**src/rtl/rv_pkg.sv**
```systemverilog
package rv_pkg;

    localparam int xlen       = 64;
    localparam int inst_w     = 32;
    localparam int reg_addr_w = 5;
    localparam int num_regs   = 32;
    localparam int shamt_w    = 6;
    localparam int alu_op_w   = 4;

    // Kept major opcodes
    localparam logic [6:0] op_op     = 7'b0110011;
    localparam logic [6:0] op_op_imm = 7'b0010011;
    localparam logic [6:0] op_load   = 7'b0000011;
    localparam logic [6:0] op_store  = 7'b0100011;

    // ALU op is {funct7[5], funct3}
    localparam logic [alu_op_w-1:0] alu_add  = 4'b0000;
    localparam logic [alu_op_w-1:0] alu_sub  = 4'b1000;
    localparam logic [alu_op_w-1:0] alu_sll  = 4'b0001;
    localparam logic [alu_op_w-1:0] alu_slt  = 4'b0010;
    localparam logic [alu_op_w-1:0] alu_sltu = 4'b0011;
    localparam logic [alu_op_w-1:0] alu_xor  = 4'b0100;
    localparam logic [alu_op_w-1:0] alu_srl  = 4'b0101;
    localparam logic [alu_op_w-1:0] alu_sra  = 4'b1101;
    localparam logic [alu_op_w-1:0] alu_or   = 4'b0110;
    localparam logic [alu_op_w-1:0] alu_and  = 4'b0111;

    typedef struct packed {
        logic [6:0]            funct7;
        logic [reg_addr_w-1:0] rs2;
        logic [reg_addr_w-1:0] rs1;
        logic [2:0]            funct3;
        logic [reg_addr_w-1:0] rd;
        logic [6:0]            opcode;
    } inst_r_t;

    typedef struct packed {
        logic [11:0]           imm_11_0;
        logic [reg_addr_w-1:0] rs1;
        logic [2:0]            funct3;
        logic [reg_addr_w-1:0] rd;
        logic [6:0]            opcode;
    } inst_i_t;

    typedef struct packed {
        logic [6:0]            imm_11_5;
        logic [reg_addr_w-1:0] rs2;
        logic [reg_addr_w-1:0] rs1;
        logic [2:0]            funct3;
        logic [4:0]            imm_4_0;
        logic [6:0]            opcode;
    } inst_s_t;

    // Three views of one instruction word
    typedef union packed {
        inst_r_t r;
        inst_i_t i;
        inst_s_t s;
    } inst_u;

endpackage

```
**src/rtl/fetch_stage.sv**
```systemverilog
`timescale 1ns/1ps

module fetch_stage (
    input  logic                      clk,
    input  logic                      rst_n,
    input  logic                      hold,
    input  logic                      load_stall,
    input  logic                      imem_ready,
    input  logic [rv_pkg::inst_w-1:0] imem_data,
    output logic [rv_pkg::xlen-1:0]   imem_addr,
    output logic [rv_pkg::inst_w-1:0] if_id_inst,
    output logic                      if_id_valid
);

    logic [rv_pkg::xlen-1:0] pc;
    logic                    advance;

    assign advance   = !hold && !load_stall;
    assign imem_addr = pc;

    always_ff @(posedge clk or negedge rst_n) begin
        if (!rst_n) begin
            pc          <= '0;
            if_id_valid <= 1'b0;
        end else if (advance) begin
            if_id_valid <= imem_ready; // Bubble while memory not ready
            if (imem_ready)
                pc <= pc + rv_pkg::xlen'(4);
        end
    end

    always_ff @(posedge clk) begin
        if (advance && imem_ready)
            if_id_inst <= imem_data;
    end

endmodule

```
**config.mk**
```make
export PLATFORM = sky130hd
export DESIGN_NAME = fetch_stage
export DESIGN_NICKNAME = d
export VERILOG_FILES = /design/src/rtl/rv_pkg.sv /design/src/rtl/fetch_stage.sv
export SDC_FILE = /design/constraint.sdc
export NUM_CORES = 1
export LEC_CHECK = 0
export BUFFER_PORTS_ARGS = -buffer_cell sky130_fd_sc_hd__buf_4
export CORE_UTILIZATION = 50
export DETAILED_ROUTE_END_ITERATION = 10
export PLACE_DENSITY = 0.76
export SLEW_MARGIN = 10
export SYNTH_ARGS = -nofsm -noshare
export SYNTH_HDL_FRONTEND = slang
export SYNTH_SLANG_ARGS = --single-unit
```
**constraint.sdc**
```tcl
create_clock -name clk -period 2.5 [get_ports clk]
set_input_delay 0.25 -clock clk [delete_from_list [all_inputs] [get_ports clk]]
set_output_delay 0.25 -clock clk [all_outputs]
set_load 0.03 [all_outputs]
```
# Yosys cells after proc, flatten, opt, wreduce, memory -nomap -nowiden
# Cells that the tools add are included.
# Widths: inputs -> output; s select.
# word_totals
reg_bits	97
n_memories	0
latchBits	0
elab_cells	9
input_bits	37
rom_bits	0
ramBits	0
# op_classes
n_shift	0
div_mod_pow	0
mux	0
n_reduce_logical	5
n_lt_le_gt_ge	0
n_addsub	1
multipliers	0
bitwise	0
eq_ne	0
# ops
operator	count
$add 64x3->64 const B	1
$logic_and 1x1->1	2
$logic_not 1->1	2
$reduce_and 2->1	1

# Logic depth before layout (Yosys ltp)
# depth
ltp_word	3
ltp_mapped	7
ltp_nobuf	6

# Worst setup path before layout
# No wires, ideal clock.
# synth_path
path_type	reg-to-reg
startpoint	register pc (netlist bit imem_addr[12])
endpoint	register pc (netlist bit imem_addr[45])
path_slack_ns	0.158
path_buffers	0
stages_incl_launch_ff	6
setup_ns	0.135
t_required_ns	2.365
t_arrival_ns	2.207
synth_period_minus_slack_ns	2.342
path_cell_list	dfrtp_1 -> nand3_2 -> or4_4 -> or4_4 -> or3_4 -> xnor2_2
# synth_between
elab_chain_cells	1
# synth_rtl
element	line	rtl
start: declaration	fetch_stage.sv:15	logic [rv_pkg::xlen-1:0] pc;
start signal: assignment	fetch_stage.sv:28	pc <= pc + rv_pkg::xlen'(4);
$add 64x3->64	fetch_stage.sv:28	
# No other way between the ends.
# A chain may end at the register's enable or synchronous reset.

# Worst setup path after layout
# layout_path
startpoint	register pc (netlist bit imem_addr[21])
endpoint	register pc (netlist bit imem_addr[45])
# The elaborated chain is that of the path after synthesis.

==> reports/qor.yml <==
outcome:
  status: "finished, final reports clean"
global_route:
  grt_pass1_wl_um: 15160
  grt_use_total_pct: 23.22
  grt_pass1_vias: 3047
  grt_overflow: 0
  grt_max_degree: 64
  antenna_found_initial: 0
sta:
  slew_violations: 0
  whs_ns: 0.05443
  clock.fmax_mhz: 436.0
  finalSetupViolations: 0
  finalCriticalPeriod_ns: 2.294
  fin_skew_ns: 0.01062
  hold_viol_final: 0
  rsz0062_at_grt: "no"
  post-route-period-util_pct: 91.75
  slew_headroom_pct: 47.90
  tightest_slew_ns: 0.7815
  tns_ns: 0
final_layout:
  final_cells: 567
  area_delta_synth_final_pct: 33.71
  antenna_cells: 0
  seqCellArea_mm2: 0.002537
  fillCellCount: 585
  finalNetCount: 498
  final_util_pct: 69.39
  drive_gt1_share_pct: 37.20
  multi_input_area_mm2: 0.001433
  layout_common_cells: "buf_4 (142), dfrtp_1 (63), xnor2_1 (36), edfxtp_1 (32), nand3_1 (30)"
  final_common_cell: "buf_4"
setup_path:
  crit_fanout: 7
  cp-end-kind: "register"
  arrival_ns: 2.54
  cpMostUsedCell: "or4_4"
  max_stage_delay_ns: 0.59
  crit_required_ns: 2.75
  worstSetupStartpointType: "register"
  crit_type: "register to register"
  slowest_stage: "or4_4"
  cp_cell_sequence: "nand4_1, or4_4, or4_4, or3_4, xnor2_2"
clocking:
  htreeDepth: 3
  numCtsBuffers: 9
  cts_tree: "built"
  clock_latency_ns: 0.36
  clk_path_buf_depth: 2
  clkSinkCount: 95
  cts_root_buffer: "clkbuf_8"
  cts.clk_slew.worst_paths_ns: 0.10
  cts_resized: 0
route:
  drtPass1Iterations: 4
  wl_met1_um: 4011
  wl_per_cell_um: 16.47
  wl_met3_um: 514
  via_count: 3031
  top_layer_used: "met4"
  post-route-drc-count: 0
  ant_nets: 0
  drtIter0Drc: 150
  route.met2.wl_um: 4610
  wl_um: 9339
  vias_per_cell: 5.346
pwr:
  ir_worst_vdd_v: 0.0003220
  power_mw: 3.097
  p_leak_nw: 2.555
  p_per_area_mw_per_mm2: 574.6
floorplan:
  ioPinCount: 134
  dieHeight_um: 91.79
  initial_utilization_pct: 51.90
  die_area_mm2: 0.008425
  die_x_um: 91.79
  num_rows: 32
  coreArea_mm2: 0.007767
yosys:
  ys_ff_latch: 95
  synth_cell_types: 40
  synth-seq-area-share_pct: 62.94
  syn-instance-count: 312
  synth.cell_area_mm2: 0.004031
  yosysWarnings: 0
  syn_area_per_cell_um2: 12.92
run:
  drv_cap: 0
min_path:
  hp-class: "input pin to register"
placed_design:
  dp_cells: 550
  hpwl_um: 6810
  place.gp.congestion: 0.7860
  io_buffers: 131
-- per-layer routing --
metal | track usage (%) | up-vias
met5 | 0 | -
met4 | 10.42 | 0
met3 | 4.229 | 21
met2 | 37.53 | 107
met1 | 30.74 | 1493
li1 | - | 1410
-- through the flow --
stage	instance area [µm²]	worst slack, ns
after CTS	5390	0.2175
after floorplan	4035	0.1585
after global placement	5194	0.3092
after detailed placement	5194	0.2302
final	5390	0.2063
after global routing	5390	0.1138
-- critical path: cells and delay by family (launching register included) --
family | cells | cell delay (ns)
xor gates and xnor gates | 1 | 0.13
DFF | 1 | 0.46
and+or+nand+nor | 4 | 1.59
-- worst paths after layout --
kind,cells after the start,slack (ns),start,end
max,5,0.21,imem_addr[21],imem_addr[45]
min,1,0.05,imem_data[6],if_id_inst[6]
max reg2reg,5,0.21,imem_addr[21],imem_addr[45]
min reg2reg,1,0.48,imem_addr[63],imem_addr[63]
max in group asynchronous,2,1.48,rst_n,imem_addr[7]
min in group asynchronous,2,0.51,rst_n,imem_addr[46]
-- cell type report --
type	instances	share of cell area (%)
Clock inverter	7	1.161
Sequential cell	95	47.08
Multi-Input combinational cell	203	26.58
Clock buffer	9	2.298
Inverter	8	0.5571
Tap cell	102	2.368
Timing Repair Buffer	143	19.96
-- registers in the layout (all words and copies together) (netlist names) --
register     count
if_id_valid      1
if_id_inst      32
imem_addr       62
-- Yosys cell counts, drive strengths merged --
cell type | number | area [µm²]
dfrtp | 63 | 1577
xnor2 | 37 | 331.6
edfxtp | 32 | 960.9
nand3 | 31 | 160.1
xor2 | 24 | 210.2
nand4 | 21 | 158.9
nand2 | 18 | 67.56
nor2 | 13 | 48.80
nor3 | 13 | 70.07
and3 | 10 | 63.81
and4 | 9 | 78.83
inv | 8 | 30.03
nor4 | 7 | 71.31
clkbuf | 4 | 15.01
and2 | 3 | 18.77
buf | 3 | 20.01
or3 | 3 | 25.03
or4 | 2 | 22.52
and4b | 1 | 10.01
and4bb | 1 | 12.51
conb | 1 | 3.750
ha | 1 | 12.51
nand2b | 1 | 6.260
nand4bb | 1 | 11.26
nor2b | 1 | 6.260
nor4b | 1 | 15.01
o21ai | 1 | 5.000
or3b | 1 | 8.760
or4b | 1 | 10.01
-- timing repair --
item	CTS	global route
buffers inserted	0	0
hold buffers	1	0
endpoints found under the setup margin	0	0
endpoints found under the hold margin	26	0
-- kinds of logic (layout without fill, tap and decap cells) --
family                   after synthesis  after routing  synth area share, %
other                                  1              2              0.09302
XOR/XNOR                              61             61                13.44
flip-flops                            95             95                62.94
AO/OA/AOI/OAI                          1              1               0.1240
buffers and inverters                 15            167                1.614
AND/OR/NAND/NOR                      138            138                21.48
adder cells (fa/ha/maj)                1              1               0.3103
-- where the power goes --
| part | internal, mW | switching [mW] | total, mW |
|---|---|---|---|
| logic | 0.148 | 0.236 | 0.384 |
| registers | 1.68 | 0.0572 | 1.73 |
| clock network | 0.386 | 0.594 | 0.980 |
No activity file was read; power rests on OpenSTA's default activity.
