## src/rtl/rv_pkg.sv

```systemverilog
package rv_pkg;

    localparam int xlen       = 64;
    localparam int inst_w     = 32;
    localparam int reg_addr_w = 5;
    localparam int num_regs   = 32;
    localparam int shamt_w    = 6;
    localparam int alu_op_w   = 4;

    // Kept major opcodes
    localparam logic [6:0] op_op     = 7'b0110011;
    localparam logic [6:0] op_op_imm = 7'b0010011;
    localparam logic [6:0] op_load   = 7'b0000011;
    localparam logic [6:0] op_store  = 7'b0100011;

    // ALU op is {funct7[5], funct3}
    localparam logic [alu_op_w-1:0] alu_add  = 4'b0000;
    localparam logic [alu_op_w-1:0] alu_sub  = 4'b1000;
    localparam logic [alu_op_w-1:0] alu_sll  = 4'b0001;
    localparam logic [alu_op_w-1:0] alu_slt  = 4'b0010;
    localparam logic [alu_op_w-1:0] alu_sltu = 4'b0011;
    localparam logic [alu_op_w-1:0] alu_xor  = 4'b0100;
    localparam logic [alu_op_w-1:0] alu_srl  = 4'b0101;
    localparam logic [alu_op_w-1:0] alu_sra  = 4'b1101;
    localparam logic [alu_op_w-1:0] alu_or   = 4'b0110;
    localparam logic [alu_op_w-1:0] alu_and  = 4'b0111;

    typedef struct packed {
        logic [6:0]            funct7;
        logic [reg_addr_w-1:0] rs2;
        logic [reg_addr_w-1:0] rs1;
        logic [2:0]            funct3;
        logic [reg_addr_w-1:0] rd;
        logic [6:0]            opcode;
    } inst_r_t;

    typedef struct packed {
        logic [11:0]           imm_11_0;
        logic [reg_addr_w-1:0] rs1;
        logic [2:0]            funct3;
        logic [reg_addr_w-1:0] rd;
        logic [6:0]            opcode;
    } inst_i_t;

    typedef struct packed {
        logic [6:0]            imm_11_5;
        logic [reg_addr_w-1:0] rs2;
        logic [reg_addr_w-1:0] rs1;
        logic [2:0]            funct3;
        logic [4:0]            imm_4_0;
        logic [6:0]            opcode;
    } inst_s_t;

    // Three views of one instruction word
    typedef union packed {
        inst_r_t r;
        inst_i_t i;
        inst_s_t s;
    } inst_u;

endpackage

```

## src/rtl/memory_stage.sv

```systemverilog
`timescale 1ns/1ps

module memory_stage (
    input  logic                          clk,
    input  logic                          rst_n,
    input  logic                          ex_mem_valid,
    input  logic [rv_pkg::xlen-1:0]       ex_mem_result,
    input  logic [rv_pkg::xlen-1:0]       ex_mem_store_data,
    input  logic [rv_pkg::reg_addr_w-1:0] ex_mem_rd,
    input  logic                          ex_mem_mem_read,
    input  logic                          ex_mem_mem_write,
    input  logic                          ex_mem_reg_write,
    input  logic [rv_pkg::xlen-1:0]       dmem_rdata,
    input  logic                          dmem_ready,
    output logic [rv_pkg::xlen-1:0]       dmem_addr,
    output logic [rv_pkg::xlen-1:0]       dmem_wdata,
    output logic                          dmem_read,
    output logic                          dmem_write,
    output logic                          mem_busy,
    output logic                          wb_we,
    output logic [rv_pkg::reg_addr_w-1:0] wb_rd,
    output logic [rv_pkg::xlen-1:0]       wb_data
);

    logic                    mem_wb_valid;
    logic                    mem_wb_reg_write;
    logic                    mem_wb_mem_to_reg;
    logic [rv_pkg::xlen-1:0] mem_wb_result;
    logic [rv_pkg::xlen-1:0] mem_wb_load_data;

    assign dmem_addr  = ex_mem_result;
    assign dmem_wdata = ex_mem_store_data;
    assign dmem_read  = ex_mem_valid && ex_mem_mem_read;
    assign dmem_write = ex_mem_valid && ex_mem_mem_write;
    assign mem_busy   = (dmem_read || dmem_write) && !dmem_ready; // Freeze until ready

    always_ff @(posedge clk or negedge rst_n) begin
        if (!rst_n) begin
            mem_wb_valid     <= 1'b0;
            mem_wb_reg_write <= 1'b0;
        end else if (!mem_busy) begin
            mem_wb_valid     <= ex_mem_valid;
            mem_wb_reg_write <= ex_mem_reg_write;
        end
    end

    always_ff @(posedge clk) begin
        if (!mem_busy) begin
            mem_wb_mem_to_reg <= ex_mem_mem_read;
            mem_wb_result     <= ex_mem_result;
            mem_wb_load_data  <= dmem_rdata; // Sampled on the ready cycle
            wb_rd             <= ex_mem_rd;
        end
    end

    assign wb_we   = mem_wb_valid && mem_wb_reg_write;
    assign wb_data = mem_wb_mem_to_reg ? mem_wb_load_data : mem_wb_result;

endmodule

```

## config.mk

```make
export PLATFORM = sky130hd
export DESIGN_NAME = memory_stage
export DESIGN_NICKNAME = d
export VERILOG_FILES = /design/src/rtl/rv_pkg.sv /design/src/rtl/memory_stage.sv
export SDC_FILE = /design/constraint.sdc
export NUM_CORES = 1
export LEC_CHECK = 0
export BUFFER_PORTS_ARGS = -buffer_cell sky130_fd_sc_hd__buf_2
export CORE_AREA = 2 2 156 158
export CTS_BUF_LIST = sky130_fd_sc_hd__clkbuf_8
export CTS_CLUSTER_DIAMETER = 30
export DETAILED_ROUTE_END_ITERATION = 12
export DIE_AREA = 0 0 158 160
export PLACE_DENSITY_LB_ADDON = 0.25
export SYNTH_ARGS = -nofsm -noshare
export SYNTH_HDL_FRONTEND = slang
export SYNTH_SLANG_ARGS = --single-unit
export TNS_END_PERCENT = 10
```

## constraint.sdc

```tcl
create_clock -name clk -period 2.25 [get_ports clk]
set_clock_uncertainty 0.2 [all_clocks]
set_input_delay 0.225 -clock clk [delete_from_list [all_inputs] [get_ports clk]]
set_output_delay 0.225 -clock clk [all_outputs]
set_load 0.03 [all_outputs]
```

# Word level (Yosys, flattened, before mapping)
# Index checks and enable logic that the tools add are counted.
[classes] n_mux=1 n_reduce_logical=6
[op_table] operator="$mux 64" count=1
[op_table] operator="$logic_and 1x1->1" count=4
[op_table] operator="$logic_not 1->1" count=1
[op_table] operator="$logic_or 1x1->1" count=1
[word_totals] reg_bits=136 in_bits=204 output_inout_bits=201

# Longest topological paths before layout
# Gate-level depths: netlist of the first run.
[depth] word_depth=3 depth_mapped=3

# Worst setup path after synthesis of the first run
# No wires, ideal clock.
[synth_timing] kind="input -> output" startpoint="input port ex_mem_mem_read" endpoint="output port mem_busy" arrival_time_ns=1.921 required_ns=1.825 path_slack_ns=-0.096 path_stages=3 path_cell_list="nor2_1 -> or3b_4 -> inv_1"
[synth_between] elab_chain_len=3
[synth_rtl] element="start, declared" line_no="memory_stage.sv:10" source="input logic ex_mem_mem_read,"
[synth_rtl] element="$logic_and 1x1->1" line_no="memory_stage.sv:33" source="assign dmem_read = ex_mem_valid && ex_mem_mem_read;"
[synth_rtl] element="$logic_or 1x1->1" line_no="memory_stage.sv:35" source="assign mem_busy = (dmem_read || dmem_write) && !dmem_ready;"
[synth_rtl] element="$logic_and 1x1->1" line_no="memory_stage.sv:35"
[synth_rtl] element="end, declared" line_no="memory_stage.sv:19" source="output logic mem_busy,"
# No other way between the ends.

# Worst setup path in the final report of the first run
[layout_timing] startpoint="input port ex_mem_valid" endpoint="output port mem_busy"
[layout_between] elab_chain_len=3
[layout_rtl] element="start, declared" line_no="memory_stage.sv:6" source="input logic ex_mem_valid,"
[layout_rtl] element="$logic_and 1x1->1, on equally long branches" line_no="memory_stage.sv:33, memory_stage.sv:34"
[layout_rtl] element="$logic_or 1x1->1 *" line_no="memory_stage.sv:35"
[layout_rtl] element="$logic_and 1x1->1 *" line_no="memory_stage.sv:35"
# Mark *: on every way between the ends. The rest lies on a longest branch, timed or not.

==> metrics.txt, run 1 <==
num ports 405; status complete, no violations; Worst R2R Start mem_wb_valid; reg2reg end mem_wb_valid; clock buffer depth 2; Power Density 771 mW/mm2; clk sinks 136; Crit path buffers/inverters 4; Initial Util 24.6%; DR WL/cell 13.9 um; CP max stage delay 0.56 ns; GRT Total Usage 10.6%; placed cells 814; Tmin final 2.16 ns; Final Net Count 852; Vias 3718; most used cell, CP buf_2; maximum vdd drop 0.000310 V; Hold Path Class input port to output pin; Num CTS Buffers 17; Post-Syn Area 0.00585 mm2; routing usage on met1 10.1%; Cell Rows 57; min-delay src ex_mem_store_data[15]; Max Transition Viols Final 0; setup bufs post-CTS 0; met2 GRT Util 19.4%; Ys Warns 0; final hold vios 0; diode count 0; worst hold path depth 0; final setup fails 0; Place WS 0.468 ns; RSZ-0062 raised after global routing false; Iteration-0 DRC Markers 99; hpwl dp 8990 um; Syn-to-layout area delta 45.9%; non-filler instance count after layout 985; vias in the first global route 4030; Top Family by Delay on Critical Path buffers and inverters; leakage power 0.00360 uW; Worst-Margin Slew 0.420 ns; Setup TNS 0 ns; post-route standard cell area excluding fillers 0.00854 mm2; WP data required 1.82 ns; synthesized flop and latch total 136; Placed Instance Area 0.00674 mm2; Setup crit end kind output pin; vias per std cell 3.77; First-pass DRT Iterations 4; Worst EP arrival 1.73 ns; Die Span Y 160 um; period utilization 95.9%; initial antenna violation count 0; R2R depth 2; setup slack after layout 0.0922 ns; Slowest-stage cell, CP or3b_4; global-route wire length before repair 20200 um; DRC viols 0; Hold Path End dmem_wdata[15]; met3 usage 4.07%; sequential-to-total area share from yosys stat 69.6%; worst-skew pair later-pin latency 0.43 ns; crit path cell chain dlygate4sd3_1 > buf_2 > or3b_4 > inv_1 > buf_2; routability congestion estimate 0.736; Post-Syn Nets 547; Max Fclk 463 MHz; DRT Wirelength 13700 um; largest net degree at the start of global routing 54; CTS tree yes; class of the most critical setup path input port to output pin; unique cell type count in the Yosys netlist 12; r2r setup slk 0.65 ns; Core Area 0.0238 mm2; final antenna-violating net count 0; Pwr Total 6590 uW; Die Area 0.0253 mm2; Gate Count Post-Synth 343; die span in x 158 um; root buf cell clkbuf_8; mean post-synth cell area 17.1 um2; Setup crit start kind input port; number of port buffers 276; layer with the highest usage met2; grt ovf 0; Largest regs mem_wb_load_data x64, mem_wb_result x64, wb_rd x5; Max-Cap Viols 0; Layout fillers 2303; layout cell share with drive strength beyond 1 57.9%; Crit Path Max Fanout 22; Slew HR 72.0%; H-tree depth 4
## metrics by stage
stage / util, % / hold WS [ns]
2_1_floorplan: - / -0.271
3_3_place_gp: 28.3 / -0.189
3_5_place_dp: 28.3 / -0.188
4_1_cts: 35.8 / 0.236
5_1_grt: 35.9 / 0.247
6_report: 35.9 / 0.250
## kinds of logic (layout without fill, tap and decap cells)
kind of cell,after synthesis,count (layout),synth area share [%]
flops,136,136,69.6
buf+inv,136,454,17.1
mux,65,65,12.6
simple gates,5,5,0.598
compound gates,1,1,0.171
## cells in the mapped netlist, drive strengths merged
master | n | area share (%)
nor2 | 1 | 0.064
o31a | 1 | 0.17
dfrtp | 2 | 0.85
edfxtp | 134 | 69
buf | 135 | 17
inv | 1 | 0.064
or3b | 1 | 0.19
and2 | 3 | 0.34
mux2 | 65 | 13
## worst reg2reg max path, cell delays in order (launching register included)
cell           delay [ns]
dfrtp_1              0.39
o31a_2               0.34
dlygate4sd3_1        0.56
## worst max path at each step
| stage | startpoint | end | slack [ns] | depth (start not counted) |
|---|---|---|---|---|
| after floorplan | ex_mem_valid | mem_busy | -0.06 | 2 |
| after global placement | ex_mem_mem_read | mem_wb_load_data[32] | 0.51 | 4 |
| after detailed placement | ex_mem_mem_read | mem_wb_result[33] | 0.47 | 4 |
| after CTS | mem_wb_mem_to_reg | wb_data[12] | 0.02 | 3 |
| after global routing | ex_mem_valid | mem_busy | 0.01 | 5 |
| final | ex_mem_valid | mem_busy | 0.09 | 5 |
## layer usage
metal,routed length (um),part of all wire [%]
met5,0,0
met4,448,3.3
met3,1140,8.3
met2,7200,52
met1,4930,36
## report_power, final
part | internal [uW] | switching [uW]
Clock | 1030 | 1080
Sequential | 3040 | 57.0
Combinational | 571 | 805
Total | 4640 | 1950
## repair_timing
| action | 4_1_cts | 5_1_grt |
|---|---|---|
| hold buffers | 139 | 0 |
| resized for setup | 0 | 1 |
| setup endpoints to repair | 0 | 24 |
| hold endpoints to repair | 138 | 0 |
## cells in the final DEF (no fill, tap or decap), drive strengths merged
| cell | Yosys | final |
|---|---|---|
| and2 | 3 | 3 |
| buf | 135 | 282 |
| bufinv | 0 | 2 |
| clkbuf | 0 | 17 |
| clkinv | 0 | 1 |
| clkinvlp | 0 | 3 |
| dfrtp | 2 | 2 |
| dlygate4sd3 | 0 | 139 |
| edfxtp | 134 | 134 |
| inv | 1 | 10 |
| mux2 | 65 | 65 |
| nor2 | 1 | 1 |
| o31a | 1 | 1 |
| or3b | 1 | 1 |
## final cells by class
cell class                      count  area (um2)  area share [%]
Tap cell                          324         405            4.75
Clock inverter                     15         178            2.08
Sequential cell                   136        4070            47.7
Inverter                            1        3.75          0.0439
Timing Repair Buffer              421        2860            33.5
Multi-Input combinational cell     71         788            9.23
Clock buffer                       17         234            2.74
Note: power is estimated with default switching activity, not from simulation.
==> run 2: changes to the inputs <==
--- a/constraint.sdc
+++ b/constraint.sdc
@@ -4,2 +4,2 @@
 set_output_delay 0.225 -clock clk [all_outputs]
-set_load 0.03 [all_outputs]
+set_load 0.01 [all_outputs]
==> metrics.txt, run 2 (same netlist as run 1, synthesis figures left out) <==
status complete, no violations; Crit Path Max Fanout 21; hpwl dp 9120 um; clk sinks 136; worst-skew pair later-pin latency 0.42 ns; Max Transition Viols Final 0; most frequent cells in the layout buf_2 (276), dlygate4sd3_1 (139), edfxtp_1 (134); Setup crit start kind input port; CP max stage delay 0.54 ns; GRT Total Usage 10.7%; Final Net Count 852; Vias 3727; Die Span Y 160 um; most used cell, CP buf_2; final setup fails 0; final antenna-violating net count 0; vias per std cell 3.78; crit path cell chain dlygate4sd3_1 > buf_2 > nor2_1 > or3b_4 > inv_1 > buf_2; Setup crit end kind output pin; grt ovf 0; WP data required 1.82 ns; Max Fclk 461 MHz; Initial Util 24.6%; class of the most critical setup path input port to output pin; final hold slack 0.250 ns; DR WL/cell 14.0 um; final hold vios 0; root buf cell clkbuf_8; Layout fillers 2299; CTS tree yes; layout cell share with drive strength beyond 1 57.5%; Slowest-stage cell, CP or3b_4; clock buffer depth 2; Power Density 725 mW/mm2; Iteration-0 DRC Markers 125; Die Area 0.0253 mm2; H-tree depth 4; period utilization 96.4%; vias in the first global route 4146; largest net degree at the start of global routing 49; Worst EP arrival 1.74 ns; Hold Path Class input port to output pin; Top Family by Delay on Critical Path buffers and inverters; Largest regs mem_wb_load_data x64, mem_wb_result x64, wb_rd x5; global-route wire length before repair 20700 um; num ports 405; most common cell after layout, fill and taps aside buf_2; diode count 0; leakage power 0.00360 uW; initial antenna violation count 0; Core Area 0.0238 mm2; maximum vdd drop 0.000275 V; Tmin final 2.17 ns; Num CTS Buffers 17; Cell Rows 57; DRT Wirelength 13800 um; DRC viols 0; Max-Cap Viols 0; post-cts sizing count 0; Slew HR 75.1%; RSZ-0062 raised after global routing false; Setup TNS 0 ns; First-pass DRT Iterations 4; Worst-Margin Slew 0.373 ns; number of port buffers 276; die span in x 158 um; Crit path buffers/inverters 4; routability congestion estimate 0.695; Syn-to-layout area delta 45.9%
==> run 2: stage by stage <==
step	cells	setup slack, ns	instance area (um2)	total power [uW]	utilization (%)
3_5_place_dp	814	0.423	6740	3990	28.3
3_3_place_gp	814	0.454	6740	3980	28.3
4_1_cts	985	0.0440	8540	6330	35.9
5_1_grt	985	0.00578	8540	6520	35.9
2_1_floorplan	343	0.0958	5850	3730	-
6_report	985	0.0800	8540	6190	35.9
==> run 2: area by class of cell <==
cell class	count	area (um2)	share of cell area, %
Sequential cell	136	4070	47.7
Clock buffer	17	234	2.74
Tap cell	324	405	4.75
Inverter	1	3.75	0.0439
Clock inverter	15	176	2.07
Multi-Input combinational cell	71	781	9.14
Timing Repair Buffer	421	2870	33.6
==> run 2: worst reg2reg max path: cells and delay by family, from the launching register on <==
| kind | cells | cell delay [ns] |
|---|---|---|
| buffers and inverters | 1 | 0.56 |
| flip-flops | 1 | 0.39 |
| AO/OA/AOI/OAI | 1 | 0.34 |
==> run 2: power by group <==
group          internal (uW)  total [uW]  switching, uW
combinational            571        1010            438
clock                   1100        2080            985
sequential              3040        3100           57.4
==> run 2: worst paths after layout <==
kind                                        from  slack, ns          endpoint  cells after the start
min in group asynchronous                  rst_n       0.48  mem_wb_reg_write                      3
max in group asynchronous                  rst_n       1.25      mem_wb_valid                      3
hold reg to reg                 mem_wb_reg_write       0.32  mem_wb_reg_write                      1
hold / removal             ex_mem_store_data[15]       0.25    dmem_wdata[15]                      0
setup / recovery                 ex_mem_mem_read       0.08          mem_busy                      6
setup reg to reg                    mem_wb_valid       0.65      mem_wb_valid                      2
==> run 2: timing repair <==
action	in CTS	in global routing
setup endpoints to repair	0	0
hold buffers	139	0
hold endpoints to repair	138	0
buffers inserted	0	0
==> run 2: per-layer routing <==
metal  track usage (%)  vias up  part of all wire (%)
li1                  -     1723                     -
met1              10.1     1787                    36
met2              20.5      199                    54
met3              4.42       18                   8.2
met4              3.77        0                   1.5
met5                 0        -                     0
