### config.mk
export PLATFORM = sky130hd
export DESIGN_NAME = execute_stage
export DESIGN_NICKNAME = d
export VERILOG_FILES = /design/src/rtl/rv_pkg.sv /design/src/rtl/execute_stage.sv
export SDC_FILE = /design/constraint.sdc
export NUM_CORES = 2
export LEC_CHECK = 0
export BUFFER_PORTS_ARGS = -buffer_cell sky130_fd_sc_hd__buf_2
export CAP_MARGIN = 20
export CORE_ASPECT_RATIO = 1.25
export CORE_MARGIN = 2
export CORE_UTILIZATION = 37
export CTS_CLUSTER_DIAMETER = 100
export DETAILED_ROUTE_END_ITERATION = 6
export PLACE_DENSITY_LB_ADDON = 0.2
export SLEW_MARGIN = 40
export SYNTH_ARGS = -nofsm -noshare
export SYNTH_HDL_FRONTEND = slang
export SYNTH_SLANG_ARGS = --single-unit
export TNS_END_PERCENT = 50
### constraint.sdc
create_clock -name clk -period 8.7 [get_ports clk]
set_input_delay 1.305 -clock clk [delete_from_list [all_inputs] [get_ports clk]]
set_output_delay 1.305 -clock clk [all_outputs]
set_load 0.1 [all_outputs]
### src/rtl/rv_pkg.sv
package rv_pkg;

    localparam int xlen       = 64;
    localparam int inst_w     = 32;
    localparam int reg_addr_w = 5;
    localparam int num_regs   = 32;
    localparam int shamt_w    = 6;
    localparam int alu_op_w   = 4;

    // Kept major opcodes
    localparam logic [6:0] op_op     = 7'b0110011;
    localparam logic [6:0] op_op_imm = 7'b0010011;
    localparam logic [6:0] op_load   = 7'b0000011;
    localparam logic [6:0] op_store  = 7'b0100011;

    // ALU op is {funct7[5], funct3}
    localparam logic [alu_op_w-1:0] alu_add  = 4'b0000;
    localparam logic [alu_op_w-1:0] alu_sub  = 4'b1000;
    localparam logic [alu_op_w-1:0] alu_sll  = 4'b0001;
    localparam logic [alu_op_w-1:0] alu_slt  = 4'b0010;
    localparam logic [alu_op_w-1:0] alu_sltu = 4'b0011;
    localparam logic [alu_op_w-1:0] alu_xor  = 4'b0100;
    localparam logic [alu_op_w-1:0] alu_srl  = 4'b0101;
    localparam logic [alu_op_w-1:0] alu_sra  = 4'b1101;
    localparam logic [alu_op_w-1:0] alu_or   = 4'b0110;
    localparam logic [alu_op_w-1:0] alu_and  = 4'b0111;

    typedef struct packed {
        logic [6:0]            funct7;
        logic [reg_addr_w-1:0] rs2;
        logic [reg_addr_w-1:0] rs1;
        logic [2:0]            funct3;
        logic [reg_addr_w-1:0] rd;
        logic [6:0]            opcode;
    } inst_r_t;

    typedef struct packed {
        logic [11:0]           imm_11_0;
        logic [reg_addr_w-1:0] rs1;
        logic [2:0]            funct3;
        logic [reg_addr_w-1:0] rd;
        logic [6:0]            opcode;
    } inst_i_t;

    typedef struct packed {
        logic [6:0]            imm_11_5;
        logic [reg_addr_w-1:0] rs2;
        logic [reg_addr_w-1:0] rs1;
        logic [2:0]            funct3;
        logic [4:0]            imm_4_0;
        logic [6:0]            opcode;
    } inst_s_t;

    // Three views of one instruction word
    typedef union packed {
        inst_r_t r;
        inst_i_t i;
        inst_s_t s;
    } inst_u;

endpackage

### src/rtl/execute_stage.sv
`timescale 1ns/1ps

module execute_stage (
    input  logic                          clk,
    input  logic                          rst_n,
    input  logic                          hold,
    input  logic                          id_ex_valid,
    input  logic [rv_pkg::reg_addr_w-1:0] id_ex_rs1,
    input  logic [rv_pkg::reg_addr_w-1:0] id_ex_rs2,
    input  logic [rv_pkg::reg_addr_w-1:0] id_ex_rd,
    input  logic [rv_pkg::xlen-1:0]       id_ex_rs1_data,
    input  logic [rv_pkg::xlen-1:0]       id_ex_rs2_data,
    input  logic [rv_pkg::xlen-1:0]       id_ex_imm,
    input  logic [rv_pkg::alu_op_w-1:0]   id_ex_alu_op,
    input  logic                          id_ex_alu_src,
    input  logic                          id_ex_mem_read,
    input  logic                          id_ex_mem_write,
    input  logic                          id_ex_reg_write,
    input  logic                          wb_we,
    input  logic [rv_pkg::reg_addr_w-1:0] wb_rd,
    input  logic [rv_pkg::xlen-1:0]       wb_data,
    output logic                          ex_mem_valid,
    output logic [rv_pkg::xlen-1:0]       ex_mem_result,
    output logic [rv_pkg::xlen-1:0]       ex_mem_store_data,
    output logic [rv_pkg::reg_addr_w-1:0] ex_mem_rd,
    output logic                          ex_mem_mem_read,
    output logic                          ex_mem_mem_write,
    output logic                          ex_mem_reg_write
);

    logic [rv_pkg::xlen-1:0] op_a;
    logic [rv_pkg::xlen-1:0] rs2_fwd;
    logic [rv_pkg::xlen-1:0] op_b;
    logic [rv_pkg::xlen-1:0] result;
    logic [rv_pkg::shamt_w-1:0] shamt;

    // EX/MEM wins over writeback and x0 is never forwarded
    always_comb begin
        op_a = id_ex_rs1_data;
        if (ex_mem_reg_write && ex_mem_rd != '0 && ex_mem_rd == id_ex_rs1)
            op_a = ex_mem_result;
        else if (wb_we && wb_rd != '0 && wb_rd == id_ex_rs1)
            op_a = wb_data;
    end

    always_comb begin
        rs2_fwd = id_ex_rs2_data;
        if (ex_mem_reg_write && ex_mem_rd != '0 && ex_mem_rd == id_ex_rs2)
            rs2_fwd = ex_mem_result;
        else if (wb_we && wb_rd != '0 && wb_rd == id_ex_rs2)
            rs2_fwd = wb_data;
    end

    assign op_b    = id_ex_alu_src ? id_ex_imm : rs2_fwd;
    assign shamt   = op_b[rv_pkg::shamt_w-1:0];

    always_comb begin
        case (id_ex_alu_op)
            rv_pkg::alu_sub:  result = op_a - op_b;
            rv_pkg::alu_sll:  result = op_a << shamt;
            rv_pkg::alu_slt:  result = rv_pkg::xlen'($signed(op_a) < $signed(op_b));
            rv_pkg::alu_sltu: result = rv_pkg::xlen'(op_a < op_b);
            rv_pkg::alu_xor:  result = op_a ^ op_b;
            rv_pkg::alu_srl:  result = op_a >> shamt;
            rv_pkg::alu_sra:  result = $signed(op_a) >>> shamt;
            rv_pkg::alu_or:   result = op_a | op_b;
            rv_pkg::alu_and:  result = op_a & op_b;
            default:          result = op_a + op_b; // ADD and address calc
        endcase
    end

    always_ff @(posedge clk or negedge rst_n) begin
        if (!rst_n) begin
            ex_mem_valid     <= 1'b0;
            ex_mem_mem_read  <= 1'b0;
            ex_mem_mem_write <= 1'b0;
            ex_mem_reg_write <= 1'b0;
        end else if (!hold) begin
            ex_mem_valid     <= id_ex_valid;
            ex_mem_mem_read  <= id_ex_mem_read;
            ex_mem_mem_write <= id_ex_mem_write;
            ex_mem_reg_write <= id_ex_reg_write;
        end
    end

    always_ff @(posedge clk) begin
        if (!hold) begin
            ex_mem_result     <= result;
            ex_mem_store_data <= rs2_fwd;
            ex_mem_rd         <= id_ex_rd;
        end
    end

endmodule

After elaboration in Yosys (flattened, before gate mapping)
Cells that the tools add are included.

word-level totals
  register bits = 137
  logic and storage cells = 44
  output and inout port bits = 137
  input bits = 289

cells by class
  shifts and indexed selects = 3
  reduce and logical (&&, ||, !) cells = 8
  muxes and demuxes = 6
  equality and inequality tests = 13
  bitwise logic cells = 3
  $lt $le $gt $ge = 2
  add/subtract/negate cells = 2

operators by type and width
  cell                                                                    count
  64-bit case mux with 9 select lines                                     1
  64-bit 2-to-1 mux                                                       5
  64-bit < comparator                                                     2
  64-bit adder                                                            1
  64-bit bitwise AND                                                      1
  64-bit OR                                                               1
  64-bit by 6-bit left shift with 64-bit output                           1
  64-bit by 6-bit right shift with 64-bit output                          1
  64-bit by 6-bit >>> shifter with 64-bit output                          1
  64-bit subtractor                                                       1
  64-bit XOR                                                              1
  5-bit equality test                                                     4
  4-bit by 3-bit equality test with 1-bit output (second input constant)  4
  5-bit nonzero test                                                      2
  4-bit by 2-bit equality test with 1-bit output (second input constant)  2
  4-bit equality test (second input constant)                             2
  1-bit logical AND                                                       6
  4-bit by 1-bit equality test with 1-bit output (second input constant)  1

Longest topological paths before layout
  depth after elaboration = 8
  mapped depth = 26
  gate-level depth less buffers = 22

Worst setup path after synthesis
Ideal clock, no wire load.

  kind = input to register
  start point = input port wb_rd[1] (netlist bit)
  end point = register ex_mem_result[34] (netlist bit) (data pin)
  stages = 25
  library setup time = 0.273 ns
  data arrival time = 7.203 ns
  required time = 8.427 ns
  path slack = 1.224 ns
  buffers on the path = 5
  cell sequence = or4_4 > o211ai_4 > nor2_2 > a211oi_1 > nor2_1 > a21boi_1 > buf_2 > buf_1 > clkbuf_1 > clkbuf_1 > ha_1 > buf_2 > a21o_1 > a2111oi_1 > a21oi_1 > a211oi_2 > o21a_1 > o31ai_1 > a311o_1 > a21o_1 > a221o_1 > a221oi_1 > o21ai_0 > o21ai_1 > nand3_1

between the ends
  word-level cells in the longest chain between the ends = 8
  elaborated cells between the ends (all ways) = 20
  classes of those cells = add/sub (2); eq/ne (2); shift (3); mux (6); bitwise (3); reduce/logical (4)

ends and longest elaborated chain
  element                                  RTL line             text
  start: declaration                       execute_stage.sv:20  input logic [rv_pkg::reg_addr_w-1:0] wb_rd,
  5-bit nonzero test                       execute_stage.sv:50  else if (wb_we && wb_rd != '0 && wb_rd == id_ex_rs2)
  1-bit logical AND                        execute_stage.sv:50
  1-bit logical AND (*)                    execute_stage.sv:50
  64-bit 2-to-1 mux (*)                    execute_stage.sv:50
  64-bit 2-to-1 mux (*)                    execute_stage.sv:48  if (ex_mem_reg_write && ex_mem_rd != '0 && ex_mem_rd == id_ex_rs2)
  named net rs2_fwd, one bit               execute_stage.sv:32  logic [rv_pkg::xlen-1:0] rs2_fwd;
  64-bit 2-to-1 mux (*)                    execute_stage.sv:54  assign op_b = id_ex_alu_src ? id_ex_imm : rs2_fwd;
  64-bit adder (tied with other cells)     execute_stage.sv:68  default: result = op_a + op_b;
  64-bit case mux with 9 select lines (*)  execute_stage.sv:58  case (id_ex_alu_op)
  named net result, one bit                execute_stage.sv:34  logic [rv_pkg::xlen-1:0] result;
  end signal: assignment                   execute_stage.sv:88  ex_mem_result <= result;
  end: declaration                         execute_stage.sv:23  output logic [rv_pkg::xlen-1:0] ex_mem_result,

Mark *: on every way through the listed nets, which the timed path passes. The rest lies on a longest branch.
A chain may end at the register's enable or synchronous reset.

Final worst setup path
  start point = register ex_mem_rd[1] (netlist bit)
  end point = register ex_mem_result[63] (netlist bit) (data pin)

between the ends
  word-level cells in the longest chain between the ends = 7
  elaborated cells between the ends (all ways) = 18
  classes of those cells = add/sub (2); eq/ne (2); shift (3); mux (4); bitwise (3); reduce/logical (4)

ends and longest elaborated chain
  element                                  RTL line                                  text
  start: declaration                       execute_stage.sv:25                       output logic [rv_pkg::reg_addr_w-1:0] ex_mem_rd,
  start signal: assignment                 execute_stage.sv:90                       ex_mem_rd <= id_ex_rd;
  5-bit nonzero test                       execute_stage.sv:40, execute_stage.sv:48
  1-bit logical AND                        execute_stage.sv:40, execute_stage.sv:48
  1-bit logical AND                        execute_stage.sv:48
  64-bit 2-to-1 mux                        execute_stage.sv:48
  64-bit 2-to-1 mux                        execute_stage.sv:54
  64-bit adder (tied with other cells)     execute_stage.sv:68
  64-bit case mux with 9 select lines (*)  execute_stage.sv:58
  named net result, one bit                execute_stage.sv:34

Marked as above.

==> impl_metrics.csv <==
group,metric,value,unit
synthesis,synth-edff-count,133,
setup_path,crit_chain,"or4_4 -> o211ai_4 -> or2_2 -> buf_4 -> a31oi_1 -> buf_4 -> ha_1 -> nor4bb_1 -> nand4_1 -> a21oi_1 -> nor4_1 -> o31ai_4 -> a41oi_1 -> buf_4 -> o31ai_4 -> a31oi_1 -> o31ai_1 -> a41oi_1 -> nor4b_1 -> a2111oi_0 -> o211ai_1",
clock_network,cts_buffers,17,
min_path,hp-start,"ex_mem_mem_write",
floorplanning,coreArea,0.0718,mm²
setup_path,start_kind,"flip-flop",
floorplanning,die-area,0.0745,mm²
setup_path,cp.required,8.92,ns
synthesis,ys_ff_latch,137,
final_layout,fill_cells,7741,
timing,setup_tns,0,ns
drt,viasPerCell,6.86,
clock_network,cts_resized,0,
setup_path,crit_type,"flip-flop to flip-flop",
setup_path,crit_family,"compound AO/OA/AOI/OAI gates",
timing,fin_crit,7.78,ns
floorplanning,io_pins,426,
setup_path,crit_top_cell,"buf_4",
run,cap_viol_max_count,0,
setup_path,end_kind,"flip-flop",
placement,hpwl,145,mm
setup_path,max_stage_delay,0.62,ns
synthesis,synth_cell_types,110,
synthesis,avgSynthCellArea,6.87,µm²
timing,worst_pin_slew,1.02,ns
timing,finalSetupViolCount,0,
setup_path,crit_buf_inv,3,
clock_network,post-cts-setup-buffer-count,0,
clock_network,clkTransAtPathRegs,0.07,ns
timing,max_freq,128,MHz
timing,hold_slack,0.501,ns
final_layout,syn2layout_area_growth,15.2,%
setup_path,rr_startpoint,"ex_mem_rd[1]",
timing,min_period_over_period,89.5,%
global_route,grt_max_degree,145,
drt,vias,35300,
drt,drtAntennaViolNets,0,
setup_path,cp_max_fo,43,
placement,gp_congestion,1.10,
timing,relSlewSlack,31.8,%
final_layout,register_area,0.00409,mm²
min_path,hp-class,"flip-flop to flip-flop",
setup_path,cp_slowest_cell,"or4_4",
clock_network,root_buffer,"clkbuf_16",
global_route,grt_pass1_wl,250,mm
power_and_ir_drop,powerDensity,171,mW/mm²
final_layout,final_cell_mix,"nand2_1, buf_2, o21ai_0, a21oi_1, nor2_1",
power_and_ir_drop,peakVddDrop,0.172,mV
timing,maxSlewViolCount,0,
placement,portBuffers,425,
clock_network,cts_sinks,137,
setup_path,cp_data_arrival_time,8.01,ns
global_route,grt_pass1_vias,32300,
global_route,grt.overflow.total,0,
clock_network,htreeDepth,4,
clock_network,clkLatencyLatePin,0.50,ns
status,violations,"design-rule violations",
synthesis,ys.flop_type,"edfxtp_1",
synthesis,synthCells,3897,
final_layout,multi_input_area,0.0208,mm²
final_layout,final_util,42.9,%
global_route,grt_antenna_before_repair,31,
floorplanning,num_rows,110,
floorplanning,initial_utilization,37.2,%
power_and_ir_drop,p_leak,12.7,nW
synthesis,async_flop_share,2.92,%
global_route,grtUsageTotal,47.1,%
timing,skew,0.0211,ns
synthesis,syn_nets,4381,
drt,drt-total-wl,183,mm
timing,rsz0062_at_grt,"no",
clock_network,cts_tree,"yes",
timing,finalHoldViolCount,0,
final_layout,drive_gt1_share,18.0,%
synthesis,seq_area_frac_synth,15.3,%
clock_network,cts_max_path_buffers,2,
clock_network,cts_hold_buf,0,
drt,initialDrtViolationCount,5578,
floorplanning,die_h,305,µm
floorplanning,fp.dieW,245,µm
final_layout,nets,4644,
drt,firstDrtPassIters,7,
status,status,"finished, violations left",
final_layout,layout_commonest_cell,"nand2_1",
setup_path,cp-startpoint,"ex_mem_rd[1]",
drt,wl_per_cell,35.6,µm
synthesis,synth_area,0.0268,mm²
synthesis,yosysWarnings,0,
drt,drc_errors,33,
[sequential cells by signal, indices dropped and copies added, names as in the netlist]
| name | flops |
|---|---|
| ex_mem_result | 64 |
| ex_mem_store_data | 64 |
| ex_mem_rd | 5 |
| ex_mem_mem_read | 1 |
| ex_mem_mem_write | 1 |
| ex_mem_reg_write | 1 |
| ex_mem_valid | 1 |
[path summary, 6_finish.rpt]
kind                                      to  slack, ns  cells past startpoint
min in group asynchronous    ex_mem_mem_read       0.61                      1
min reg2reg                 ex_mem_mem_write       0.50                      1
max reg2reg                ex_mem_result[63]       0.92                     21
min                         ex_mem_mem_write       0.50                      1
max in group asynchronous   ex_mem_reg_write       7.98                      1
max                        ex_mem_result[63]       0.92                     21
[routing by layer]
metal / share of wire (%) / up-vias / GRT usage [%]
met3: 12 / 622 / 12.4
met1: 38 / 16800 / 59.5
met4: 8.1 / 12 / 32.2
met2: 42 / 2811 / 69.7
li1: - / 15100 / -
met5: 0.050 / - / 0
[power by group]
group          switching [W]  total, W  internal (W)
Clock               0.000356  0.000809      0.000453
Sequential          0.000105  0.000936      0.000831
Combinational        0.00263   0.00353      0.000900
Total                0.00309   0.00527       0.00218
[cell usage after synthesis, types with 93 or more instances]
library cell / number / area [µm²]
mux2i_1: 181 / 1810
nand3_1: 229 / 1150
o21ai_0: 355 / 1780
nor2_1: 320 / 1200
inv_1: 181 / 679
a21oi_1: 343 / 1720
clkbuf_1: 182 / 683
nand2_1: 453 / 1700
ha_1: 193 / 2410
a31oi_1: 93 / 582
nor3_1: 173 / 866
edfxtp_1: 133 / 3990
[cells by family after synthesis]
group / Yosys count / share of synthesized area [%]
compound gates: 1443 / 34.8
xor+xnor: 38 / 1.24
fa+ha+maj: 195 / 9.17
buf+inv: 515 / 7.97
flops: 137 / 15.3
mux: 223 / 8.76
simple gates: 1346 / 22.7
[metrics by stage]
| stage | worst slack [ns] | area, µm² | instances | power, W |
|---|---|---|---|---|
| floorplan | 1.22 | 26800 | 3897 | 0.00305 |
| global placement | 0.705 | 30000 | 5092 | 0.00430 |
| detailed placement | 0.691 | 30100 | 5092 | 0.00429 |
| CTS | 1.17 | 30700 | 5124 | 0.00510 |
| global route | 0.464 | 30800 | 5144 | 0.00539 |
| finish | 0.917 | 30800 | 5145 | 0.00527 |
[cell type report]
class	instances	area share [%]
Clock inverter	13	0.544
Inverter	189	2.34
Multi-Input combinational cell	3245	67.6
Tap cell	952	3.86
Clock buffer	19	1.40
Antenna cell	20	0.162
Timing Repair Buffer	570	10.8
Sequential cell	137	13.3
(Power assumes the default switching activity.)
